$ cat config.mk
export PLATFORM = sky130hd
export DESIGN_NAME = pe_top
export DESIGN_NICKNAME = d
export VERILOG_FILES = /design/src/common/pe_pkg.sv /design/src/pe_control/pe_control.sv /design/src/verilog/dsp_lane.sv /design/src/verilog/pe_top.sv
export SDC_FILE = /design/constraint.sdc
export NUM_CORES = 1
export LEC_CHECK = 0
export ABC_AREA = 1
export BUFFER_PORTS_ARGS = -buffer_cell sky130_fd_sc_hd__buf_2
export CORE_MARGIN = 2
export CORE_UTILIZATION = 50
export CTS_CLUSTER_SIZE = 28
export DETAILED_ROUTE_END_ITERATION = 10
export GPL_TIMING_DRIVEN = 1
export PLACE_DENSITY = 0.71
export SLEW_MARGIN = 20
export SYNTH_ARGS = -nofsm -noshare
export SYNTH_HDL_FRONTEND = slang
export SYNTH_SLANG_ARGS = --single-unit
$ cat constraint.sdc
create_clock -name clk -period 5.8 [get_ports clk]
set_clock_uncertainty 0.1 [all_clocks]
set_input_delay 1.16 -clock clk [delete_from_list [all_inputs] [get_ports clk]]
set_output_delay 1.16 -clock clk [all_outputs]
set_load 0.03 [all_outputs]
$ cat src/common/pe_pkg.sv
`default_nettype none

package pe_pkg;

    ////////////////////
    // widths
    ////////////////////
    localparam int lane_width = 8;                      // bits per lane
    localparam int num_lanes  = 4;
    localparam int word_width = lane_width * num_lanes; // accumulator and operand word
    localparam int inst_width = 64;
    localparam int op_width   = 3;
    localparam int wb_delay   = 6;                      // strobe to write-back valid

    typedef logic [lane_width-1:0] lane_t;
    typedef logic [word_width-1:0] word_t;
    typedef logic [op_width-1:0]   opcode_t;

    ////////////////////
    // opcodes
    ////////////////////
    // msb set marks the immediate form
    localparam opcode_t op_load = 3'b000; // unlisted codes decode as load too
    localparam opcode_t op_add  = 3'b001;
    localparam opcode_t op_sub  = 3'b010;
    localparam opcode_t op_mul  = 3'b011;
    localparam opcode_t op_addi = 3'b101;
    localparam opcode_t op_subi = 3'b110;
    localparam opcode_t op_muli = 3'b111;

    ////////////////////
    // slice settings
    ////////////////////
    localparam logic [3:0] alumode_add   = 4'b0000;
    localparam logic [3:0] alumode_sub   = 4'b0011;   // z - (x + y) style subtract
    localparam logic [4:0] inmode_a2b2   = 5'b00000;
    localparam logic [4:0] inmode_a1b1   = 5'b10001;  // multiplier fed from A1/B1
    localparam logic [6:0] opmode_idle   = 7'b0000000; // lane passes A through
    localparam logic [6:0] opmode_addsub = 7'b0110011;
    localparam logic [6:0] opmode_mul    = 7'b0000101;

    typedef struct packed {
        logic [3:0] alumode;
        logic [4:0] inmode;
        logic [6:0] opmode;
        logic       cea2;    // A2 clock enable
        logic       ceb2;    // B2 clock enable
        logic       usemult; // M register enable
    } slice_cfg_t;

    typedef slice_cfg_t [num_lanes-1:0] slice_cfg_vec_t; // one entry per lane

    // per-opcode lane settings
    localparam slice_cfg_t cfg_load = '{alumode: alumode_add, inmode: inmode_a2b2,
                                        opmode: opmode_idle, cea2: 1'b0, ceb2: 1'b0,
                                        usemult: 1'b0};
    localparam slice_cfg_t cfg_add  = '{alumode: alumode_add, inmode: inmode_a2b2,
                                        opmode: opmode_addsub, cea2: 1'b1, ceb2: 1'b1,
                                        usemult: 1'b0};
    localparam slice_cfg_t cfg_sub  = '{alumode: alumode_sub, inmode: inmode_a2b2,
                                        opmode: opmode_addsub, cea2: 1'b1, ceb2: 1'b1,
                                        usemult: 1'b0};
    localparam slice_cfg_t cfg_mul  = '{alumode: alumode_add, inmode: inmode_a1b1,
                                        opmode: opmode_mul, cea2: 1'b0, ceb2: 1'b0,
                                        usemult: 1'b1};

    ////////////////////
    // instruction word
    ////////////////////
    typedef struct packed {
        word_t                                     operand; // 63:32
        opcode_t                                   opcode;  // 31:29
        logic [inst_width-word_width-op_width-1:0] unused;
    } pe_reg_view_t;

    typedef struct packed {
        word_t                                                unused_hi;
        opcode_t                                              opcode; // 31:29
        logic [inst_width-word_width-op_width-lane_width-1:0] unused_lo;
        lane_t                                                imm;    // broadcast byte
    } pe_imm_view_t;

    // same 64 bits, register or immediate reading
    typedef union packed {
        pe_reg_view_t reg_view;
        pe_imm_view_t imm_view;
    } pe_inst_u;

endpackage

`default_nettype wire

$ cat src/pe_control/pe_control.sv
`timescale 1ns/10ps
`default_nettype none

module pe_control
    import pe_pkg::*;
(
    input  logic           clk,
    input  logic           arst_n,
    input  logic           inst_v,   // one instruction per strobe
    input  pe_inst_u       inst,
    input  logic           din_ld_v, // external load strobe
    input  word_t          din_ld,
    input  word_t          din_wb,   // lane results, valid with dout_v
    output slice_cfg_vec_t cfg,      // same settings to every lane
    output word_t          dout,     // accumulator
    output logic           dout_v
);

    ////////////////////
    // opcode register
    ////////////////////

    opcode_t    opcode_q;
    slice_cfg_t lane_cfg; // decoded, before the cfg register

    // idle cycles look like a load so the lanes just pass A
    always_ff @(posedge clk or negedge arst_n) begin
        if (!arst_n) begin
            opcode_q <= op_load;
        end else if (inst_v) begin
            opcode_q <= inst.reg_view.opcode; // both views share 31:29
        end else begin
            opcode_q <= op_load;
        end
    end

    ////////////////////
    // decode table
    ////////////////////

    // immediate forms need the same slice setup as the register forms,
    // operand B selection happens in the top
    always_comb begin
        case (opcode_q)
            op_add,
            op_addi: begin
                lane_cfg = cfg_add;
            end
            op_sub,
            op_subi: begin
                lane_cfg = cfg_sub;
            end
            op_mul,
            op_muli: begin
                lane_cfg = cfg_mul;   // A1/B1 into M, A2/B2 left alone
            end
            default: begin
                lane_cfg = cfg_load;  // op_load and the spare code
            end
        endcase
    end

    // cfg valid one edge after the opcode register
    always_ff @(posedge clk or negedge arst_n) begin
        if (!arst_n) begin
            for (int i = 0; i < num_lanes; i++) begin
                cfg[i] <= cfg_load;
            end
        end else begin
            for (int i = 0; i < num_lanes; i++) begin
                cfg[i] <= lane_cfg; // no per-lane modes yet
            end
        end
    end

    ////////////////////
    // write-back valid
    ////////////////////

    logic [wb_delay-1:0] wb_sr_q; // one bit per instruction in flight

    always_ff @(posedge clk or negedge arst_n) begin
        if (!arst_n) begin
            wb_sr_q <= '0;
        end else begin
            wb_sr_q <= {wb_sr_q[wb_delay-2:0], inst_v};
        end
    end

    // lines up with the lane output register
    assign dout_v = wb_sr_q[wb_delay-1];

    ////////////////////
    // accumulator
    ////////////////////

    // write-back beats a load in the same cycle
    always_ff @(posedge clk or negedge arst_n) begin
        if (!arst_n) begin
            dout <= '0;
        end else if (dout_v) begin
            dout <= din_wb;      // result of the oldest instruction
        end else if (din_ld_v) begin
            dout <= din_ld;      // external load
        end
    end

    // no interlock here
    // an instruction reads dout as it stands at issue,
    // later write-backs simply overwrite it in order

endmodule

`default_nettype wire

$ cat src/verilog/dsp_lane.sv
`timescale 1ns/10ps
`default_nettype none

module dsp_lane
    import pe_pkg::*;
(
    input  logic       clk,
    input  logic       arst_n,
    input  lane_t      a,   // accumulator lane
    input  lane_t      b,   // operand lane, register or immediate
    input  slice_cfg_t cfg, // arrives two edges after the operands
    output lane_t      p    // lane result, six edges after capture
);

    ////////////////////
    // operand registers
    ////////////////////

    lane_t a1_q;
    lane_t b1_q;
    lane_t a1_dly_q;  // waits for the decoded cfg
    lane_t b1_dly_q;
    lane_t a2_q;
    lane_t b2_q;
    lane_t a1_p_q;    // A1 path towards the multiplier
    lane_t b1_p_q;

    always_ff @(posedge clk) begin
        a1_q     <= a;
        b1_q     <= b;
        a1_dly_q <= a1_q;
        b1_dly_q <= b1_q;
        a1_p_q   <= a1_dly_q;
        b1_p_q   <= b1_dly_q;
        if (cfg.cea2) begin
            a2_q <= a1_dly_q; // add/sub only
        end
        if (cfg.ceb2) begin
            b2_q <= b1_dly_q;
        end
    end

    ////////////////////
    // cfg pipeline
    ////////////////////

    slice_cfg_t cfg_e3_q; // drives the M / adder stage
    slice_cfg_t cfg_e4_q; // drives the P mux

    always_ff @(posedge clk or negedge arst_n) begin
        if (!arst_n) begin
            cfg_e3_q <= cfg_load;
            cfg_e4_q <= cfg_load;
        end else begin
            cfg_e3_q <= cfg;
            cfg_e4_q <= cfg_e3_q;
        end
    end

    ////////////////////
    // multiply and add
    ////////////////////

    lane_t                   mul_a;
    lane_t                   mul_b;
    logic [2*lane_width-1:0] prod;   // full product, low byte kept
    lane_t                   sum;
    lane_t                   m_q;    // M register
    lane_t                   sum_q;  // adder stage
    lane_t                   pass_q; // A bypass for load

    // inmode picks A1/B1 or A2/B2 as multiplier inputs
    assign mul_a = (cfg_e3_q.inmode == inmode_a1b1) ? a1_p_q : a2_q;
    assign mul_b = (cfg_e3_q.inmode == inmode_a1b1) ? b1_p_q : b2_q;
    assign prod  = mul_a * mul_b;

    // wraps mod 256, no carry out of the lane
    assign sum = (cfg_e3_q.alumode == alumode_sub) ? a2_q - b2_q : a2_q + b2_q;

    always_ff @(posedge clk) begin
        if (cfg_e3_q.usemult) begin
            m_q <= prod[lane_width-1:0];
        end
        sum_q  <= sum;
        pass_q <= a1_p_q;
    end

    ////////////////////
    // P and output
    ////////////////////

    lane_t p_q;

    always_ff @(posedge clk) begin
        case (cfg_e4_q.opmode)
            opmode_addsub: begin
                p_q <= sum_q;
            end
            opmode_mul: begin
                p_q <= m_q;
            end
            default: begin
                p_q <= pass_q; // idle, A unchanged
            end
        endcase
        p <= p_q;              // output register
    end

endmodule

`default_nettype wire

$ cat src/verilog/pe_top.sv
`timescale 1ns/10ps
`default_nettype none

module pe_top
    import pe_pkg::*;
(
    input  logic     clk,
    input  logic     arst_n,
    input  logic     inst_v,   // instruction strobe
    input  pe_inst_u inst,
    input  logic     din_ld_v, // load strobe
    input  word_t    din_ld,
    output word_t    dout,     // accumulator
    output logic     dout_v    // write-back strobe
);

    slice_cfg_vec_t cfg;
    word_t          din_wb; // lanes back to the accumulator
    word_t          opnd_b; // operand B, all lanes

    ////////////////////
    // operand B select
    ////////////////////

    // immediate byte goes to every lane
    assign opnd_b = inst.imm_view.opcode[op_width-1] ? {num_lanes{inst.imm_view.imm}}
                                                     : inst.reg_view.operand;

    ////////////////////
    // control
    ////////////////////

    pe_control u_control (
        .clk      (clk),
        .arst_n   (arst_n),
        .inst_v   (inst_v),
        .inst     (inst),
        .din_ld_v (din_ld_v),
        .din_ld   (din_ld),
        .din_wb   (din_wb),
        .cfg      (cfg),
        .dout     (dout),
        .dout_v   (dout_v)
    );

    ////////////////////
    // lanes
    ////////////////////

    // accumulator feeds back as operand A
    for (genvar g = 0; g < num_lanes; g++) begin : g_lane
        dsp_lane u_lane (
            .clk    (clk),
            .arst_n (arst_n),
            .a      (dout[g*lane_width +: lane_width]),
            .b      (opnd_b[g*lane_width +: lane_width]),
            .cfg    (cfg[g]),
            .p      (din_wb[g*lane_width +: lane_width])
        );
    end

endmodule

`default_nettype wire
Word-level counts from Yosys, hierarchy flattened. Index checks and enable logic that the tools add are counted.

Register bits after elaboration: 496. Word-level logic and storage cells: 113.

$add $sub $neg: 8. $mul: 4. Eq/ne operators: 10. Muxes and demuxes: 21. Reduce and logical (&&, ||, !) cells: 4.

Operators with widths (number): $mux W32 (3); $mux W8 (12); $pmux W8 S2 (4); $pmux W17 S3 (1); $add A8 B8 Y8 (4); $mul A8 B8 Y8 (4); $sub A8 B8 Y8 (4); $eq A3 B3 Y1 const B (3); $eq A7 B3 Y1 const B (1); $eq A7 B6 Y1 const B (1); $eq A3 B2 Y1 const B (2); $reduce_or A2 Y1 (3); $eq A5 B5 Y1 const B (1); $eq A3 B1 Y1 const B (1); $mux W3 (1); $eq A2 B2 Y1 const B (1); $reduce_bool A2 Y1 (1).

Longest topological paths before layout.
Depth after elaboration: 3. Mapped depth: 27. Depth with buffers taken out: 26.

Hierarchy. From an unflattened synthesis, not the netlist that was laid out.

Cells, all modules: 2224. Area total of the unflattened synthesis: 22595.4 um2.

Modules (own cells, without submodules): dsp_lane at g_lane[1].u_lane (times used 1, cells an instance 475, area each 5056.1 um2); dsp_lane at g_lane[0].u_lane (times used 1, cells an instance 477, area each 5001.0 um2); dsp_lane at g_lane[2].u_lane (times used 1, cells an instance 474, area each 4962.3 um2); dsp_lane at g_lane[3].u_lane (times used 1, cells an instance 450, area each 4822.1 um2); pe_control (times used 1, cells an instance 271, area each 2393.5 um2); pe_top (times used 1, cells an instance 77, area each 360.3 um2).

Least setup slack after synthesis. No wires, ideal clock.

Path kind: reg2reg. Start: register g_lane[2].u_lane.cfg_e3_q[10] (netlist bit). End: register g_lane[2].u_lane.m_q[7], data pin. Setup time: 252 ps. Arrival: 4848 ps. Data required time: 5448 ps. Setup slack: 600 ps. Cell stages (with the launch flop): 22. Buffers on the path: 2. Clock period less this slack: 5200 ps. Cells stage by stage: dfrtp_1 -> buf_4 -> buf_2 -> nand2_1 -> nand2_1 -> nand2_1 -> fa_1 -> fa_1 -> inv_1 -> fa_1 -> inv_1 -> fa_1 -> inv_1 -> ha_1 -> nand2_1 -> o21ai_0 -> xor2_1 -> nand3_1 -> nand2_1 -> inv_1 -> nand2_1 -> nand2_1.

Cells in the longest elaborated chain, start to end: 3.

RTL lines: start, declared (line dsp_lane.sv:47) `slice_cfg_t cfg_e3_q;`; start signal, assigned (line dsp_lane.sv:52) `cfg_e3_q <= cfg_load;`; start signal, assigned (line dsp_lane.sv:55) `cfg_e3_q <= cfg;`; $eq A5 B5 Y1 * (line dsp_lane.sv:73, dsp_lane.sv:74); $mux W8, on equally long branches (line dsp_lane.sv:73, dsp_lane.sv:74); $mul A8 B8 Y8 * (line dsp_lane.sv:75) `assign prod = mul_a * mul_b;`; named net g_lane[2].u_lane.prod[7] (line dsp_lane.sv:66) `logic [2*lane_width-1:0] prod;`; end signal, assigned (line dsp_lane.sv:82) `m_q <= prod[lane_width-1:0];`; end, declared (line dsp_lane.sv:68) `lane_t m_q;`.

Mark *: on every way through the listed nets, which the timed path passes. The rest lies on a longest branch. A chain may end at the register's enable or synchronous reset.

Final worst setup path. Same ends and word-level chain as after synthesis.

==> metrics.txt <==
# TYPE chip_impl_metric gauge
chip_impl_metric{name="floorplan.initialDensity",unit="%"} 51.0
chip_impl_metric{name="p_switching",unit="mW"} 2.41
chip_impl_metric{name="io_buffers",unit=""} 111
chip_impl_metric{name="drc",unit=""} 0
chip_impl_info{name="critPathKind",value="reg -> reg"} 1
chip_impl_metric{name="routed_wl",unit="mm"} 40.0
chip_impl_info{name="postSynth.topFlopCell",value="sky130_fd_sc_hd__dfxtp_1"} 1
chip_impl_metric{name="synth-seq-area-share",unit="%"} 56.3
chip_impl_metric{name="power.share.combinational",unit="%"} 17.4
chip_impl_metric{name="sw_frac_of_total",unit="%"} 28.2
chip_impl_metric{name="numCtsBuffers",unit=""} 46
chip_impl_metric{name="synth_cell_type_count",unit=""} 27
chip_impl_metric{name="cap_violations",unit=""} 0
chip_impl_metric{name="clock-sinks",unit=""} 467
chip_impl_metric{name="timing.final.setup_violations",unit=""} 0
chip_impl_metric{name="globalRouteTotalUtil",unit="%"} 21.2
chip_impl_metric{name="worst-r2r-cell-count",unit=""} 20
chip_impl_metric{name="maxSlewViolCount",unit=""} 0
chip_impl_info{name="layout.cells.most_common",value="sky130_fd_sc_hd__nand2_1"} 1
chip_impl_metric{name="drive_gt1_share",unit="%"} 9.53
chip_impl_metric{name="synth_edf_count",unit=""} 96
chip_impl_metric{name="synth_warnings",unit=""} 0
chip_impl_metric{name="global_route.overflow_total",unit=""} 0
chip_impl_metric{name="floorplan.rows",unit=""} 70
chip_impl_metric{name="grt_antenna_before_repair",unit=""} 0
chip_impl_metric{name="slew_headroom",unit="%"} 30.4
chip_impl_metric{name="syn-mean-instance-area",unit="um2"} 9.49
chip_impl_metric{name="synth_cells",unit=""} 1978
chip_impl_metric{name="postSynthNetCount",unit=""} 2229
chip_impl_metric{name="p_per_area",unit="nW/um2"} 400
chip_impl_metric{name="via_count_of_the_first_global_routing_pass",unit=""} 12700
chip_impl_info{name="layout_common_cells",value="sky130_fd_sc_hd__nand2_1 (488), sky130_fd_sc_hd__inv_1 (335), sky130_fd_sc_hd__dfxtp_1 (320), sky130_fd_sc_hd__nor2_1 (133), sky130_fd_sc_hd__nand3_1 (113)"} 1
chip_impl_metric{name="detail_route.vias_per_cell",unit=""} 4.85
chip_impl_metric{name="die-area",unit="um2"} 39100
chip_impl_metric{name="clockPowerShare",unit="%"} 34.5
chip_impl_metric{name="cts_hold_buf",unit=""} 0
chip_impl_metric{name="crit_required",unit="ps"} 6030
chip_impl_metric{name="worst_pin_slew",unit="ps"} 1040
chip_impl_metric{name="power.leakage",unit="nW"} 10.4
chip_impl_metric{name="netlist.area_leader.share",unit="%"} 34.1
chip_impl_info{name="timing.critical_path.from_type",value="register"} 1
chip_impl_metric{name="antenna_cells",unit=""} 0
chip_impl_metric{name="clock_buffer_depth",unit=""} 3
chip_impl_metric{name="finalWeightedCongestion",unit=""} 0.881
chip_impl_metric{name="die_x",unit="um"} 198
chip_impl_metric{name="synth-seq-cells",unit=""} 467
chip_impl_metric{name="post-cts-setup-buffers",unit=""} 0
chip_impl_metric{name="finalHoldViolCount",unit=""} 0
chip_impl_metric{name="final_core_utilization",unit="%"} 58.1
chip_impl_info{name="synth_area_leaders",value="sky130_fd_sc_hd__dfxtp_1 (34%), sky130_fd_sc_hd__edfxtp_1 (15%), sky130_fd_sc_hd__nand2_1 (9.8%)"} 1
chip_impl_metric{name="power.internal",unit="mW"} 6.14
chip_impl_metric{name="cp_max_fo",unit=""} 29
chip_impl_metric{name="period_share",unit="%"} 90.4
chip_impl_metric{name="power.share.sequential",unit="%"} 48.1
chip_impl_metric{name="floorplan.die.height",unit="um"} 198
chip_impl_metric{name="fin_nets",unit=""} 2354
chip_impl_metric{name="place.detailed.hpwl",unit="mm"} 28.1
chip_impl_metric{name="clk_pin_slew",unit="ps"} 60
chip_impl_metric{name="worst_ir_drop_vdd",unit="mV"} 0.190
chip_impl_metric{name="syn-cell-area",unit="um2"} 18800
chip_impl_info{name="rsz0062_at_grt",value="false"} 1
chip_impl_metric{name="max_clock_freq",unit="MHz"} 191
chip_impl_metric{name="whs_path_cells",unit=""} 0
chip_impl_metric{name="synth-async-reset-ratio",unit="%"} 10.9
chip_impl_info{name="cell_at_the_root_of_the_clock_tree",value="sky130_fd_sc_hd__clkbuf_16"} 1
chip_impl_metric{name="cts-resized-gates",unit=""} 0
chip_impl_metric{name="firstDrtPassIters",unit=""} 5
chip_impl_metric{name="totalNegativeSetupSlack",unit="ps"} 0
chip_impl_metric{name="htree_num_levels",unit=""} 2
chip_impl_metric{name="design.portCount",unit=""} 133
chip_impl_metric{name="worstSkewPairLatency",unit="ps"} 570
chip_impl_metric{name="via_count",unit=""} 12600
chip_impl_metric{name="antenna_violating_nets_post_route",unit=""} 0
chip_impl_metric{name="core-area",unit="um2"} 36800
chip_impl_info{name="post-synth-top-area-cell",value="sky130_fd_sc_hd__dfxtp_1"} 1
chip_impl_info{name="critical_path.endpoint_type",value="register"} 1
chip_impl_metric{name="grt_max_degree",unit=""} 83
chip_impl_metric{name="worst_ep_arrival_time",unit="ps"} 5470
chip_impl_info{name="cts_tree",value="yes"} 1
chip_impl_metric{name="post-route-min-period",unit="ps"} 5240
chip_impl_metric{name="fill_cells",unit=""} 3159
chip_impl_metric{name="drt-initial-drc-count",unit=""} 699
chip_impl_metric{name="routed_wire_length_per_instance",unit="um"} 15.3
chip_impl_info{name="timing.hold.worst.class",value="reg -> reg"} 1
chip_impl_metric{name="first_pass_grt_wire_length",unit="mm"} 64.0
chip_impl_info{name="run_status",value="completed"} 1
chip_impl_metric{name="area_delta_synth_final",unit="%"} 13.7
## layer usage
layer	up-vias	global-route usage (%)	wire (um)
met5	-	0	0
met4	0	7.55	1190
met3	78	3.51	1690
met2	239	36.5	19300
met1	5929	26.9	17800
li1	6393	-	-
## registers in the layout, summed over array words and instances (netlist names), 4 cells and up
| register | count |
|---|---|
| g_lane.u_lane.a1_dly_q | 32 |
| g_lane.u_lane.a1_p_q | 32 |
| g_lane.u_lane.a1_q | 32 |
| g_lane.u_lane.a2_q | 32 |
| g_lane.u_lane.b1_dly_q | 32 |
| g_lane.u_lane.b1_p_q | 32 |
| g_lane.u_lane.b1_q | 32 |
| g_lane.u_lane.b2_q | 32 |
| g_lane.u_lane.cfg_e3_q | 4 |
| g_lane.u_lane.m_q | 32 |
| g_lane.u_lane.p | 32 |
| g_lane.u_lane.p_q | 32 |
| g_lane.u_lane.pass_q | 32 |
| g_lane.u_lane.sum_q | 32 |
| u_control.cfg | 4 |
| u_control.dout | 32 |
| u_control.wb_sr_q | 6 |
## per-stage QoR
| step | hold WS (ps) | power (mW) | instances | setup WS (ps) | instance area, um2 |
|---|---|---|---|---|---|
| 6_report | 214 | 8.55 | 2608 | 559 | 21400 |
| 5_1_grt | 222 | 9.03 | 2608 | 286 | 21400 |
| 4_1_cts | 220 | 8.64 | 2608 | 513 | 21400 |
| 3_5_place_dp | 212 | 5.67 | 2523 | 551 | 19800 |
| 3_3_place_gp | 210 | 5.61 | 2523 | 590 | 19800 |
| 2_1_floorplan | 210 | 5.20 | 1978 | 600 | 18800 |
## path summary, 6_finish.rpt
path	slack [ps]	endpoint	start
min in group asynchronous	600	u_control.dout[11]	arst_n
min reg2reg	210	g_lane[1].u_lane.a1_dly_q[0]	g_lane[1].u_lane.a1_q[0]
max reg2reg	560	g_lane[2].u_lane.m_q[7]	g_lane[2].u_lane.cfg_e3_q[10]
min	210	g_lane[1].u_lane.a1_dly_q[0]	g_lane[1].u_lane.a1_q[0]
max	560	g_lane[2].u_lane.m_q[7]	g_lane[2].u_lane.cfg_e3_q[10]
max in group asynchronous	4340	g_lane[2].u_lane.cfg_e3_q[10]	arst_n
## final cells by class
class | count | area (um2) | share of cell area [%]
Multi-Input combinational cell | 1127 | 6740 | 31.6
Tap cell | 468 | 586 | 2.74
Inverter | 337 | 1260 | 5.92
Clock inverter | 27 | 224 | 1.05
Sequential cell | 467 | 10600 | 49.5
Timing Repair Buffer | 124 | 666 | 3.12
Clock buffer | 58 | 1300 | 6.09
## power groups by stage
stage | Combinational, mW | Sequential (mW) | Clock (mW)
after floorplan | 1.02 | 4.19 | 0
after global placement | 1.45 | 4.16 | 0
after detailed placement | 1.50 | 4.17 | 0
after CTS | 1.51 | 4.11 | 3.01
after global routing | 1.73 | 4.16 | 3.14
final | 1.49 | 4.11 | 2.95
## worst max-delay path, stage by stage (launching register included)
cell	delay [ps]
sky130_fd_sc_hd__dfrtp_4	630
sky130_fd_sc_hd__inv_2	440
sky130_fd_sc_hd__nand2_1	100
sky130_fd_sc_hd__nand2_1	230
sky130_fd_sc_hd__nand2_1	110
sky130_fd_sc_hd__fa_1	440
sky130_fd_sc_hd__fa_1	540
sky130_fd_sc_hd__inv_1	50
sky130_fd_sc_hd__fa_1	490
sky130_fd_sc_hd__inv_1	60
sky130_fd_sc_hd__fa_1	530
sky130_fd_sc_hd__inv_1	40
sky130_fd_sc_hd__ha_1	320
sky130_fd_sc_hd__nand2_1	60
sky130_fd_sc_hd__o21ai_0	270
sky130_fd_sc_hd__xor2_1	230
sky130_fd_sc_hd__nand3_1	100
sky130_fd_sc_hd__nand2_1	80
sky130_fd_sc_hd__inv_1	40
sky130_fd_sc_hd__nand2_1	50
sky130_fd_sc_hd__nand2_1	50
## Yosys cell counts, types with 3 or more instances
master and count:
sky130_fd_sc_hd__a21oi_1 41, sky130_fd_sc_hd__o21ai_1 20, sky130_fd_sc_hd__ha_1 99, sky130_fd_sc_hd__nand3_1 113, sky130_fd_sc_hd__buf_4 5, sky130_fd_sc_hd__nand2_1 488
sky130_fd_sc_hd__o21ai_0 65, sky130_fd_sc_hd__a31oi_1 4, sky130_fd_sc_hd__fa_1 52, sky130_fd_sc_hd__buf_2 7, sky130_fd_sc_hd__dfrtp_1 51, sky130_fd_sc_hd__clkbuf_1 34
sky130_fd_sc_hd__o211ai_1 32, sky130_fd_sc_hd__xor2_1 52, sky130_fd_sc_hd__edfxtp_1 96, sky130_fd_sc_hd__dfxtp_1 320, sky130_fd_sc_hd__nor2_1 135, sky130_fd_sc_hd__nand3b_1 11
sky130_fd_sc_hd__nor3_1 3, sky130_fd_sc_hd__inv_1 335, sky130_fd_sc_hd__xnor2_1 9
## cell families after synthesis
family	after synthesis	share of synthesized area, %
DFF	467	56.3
xor gates and xnor gates	61	2.85
buffers and inverters	384	7.86
and+or+nand+nor	751	16.0
AOI/OAI and AO/OA	164	4.86
adders and majority gates	151	12.1
Power figures use the tool's default switching activity.
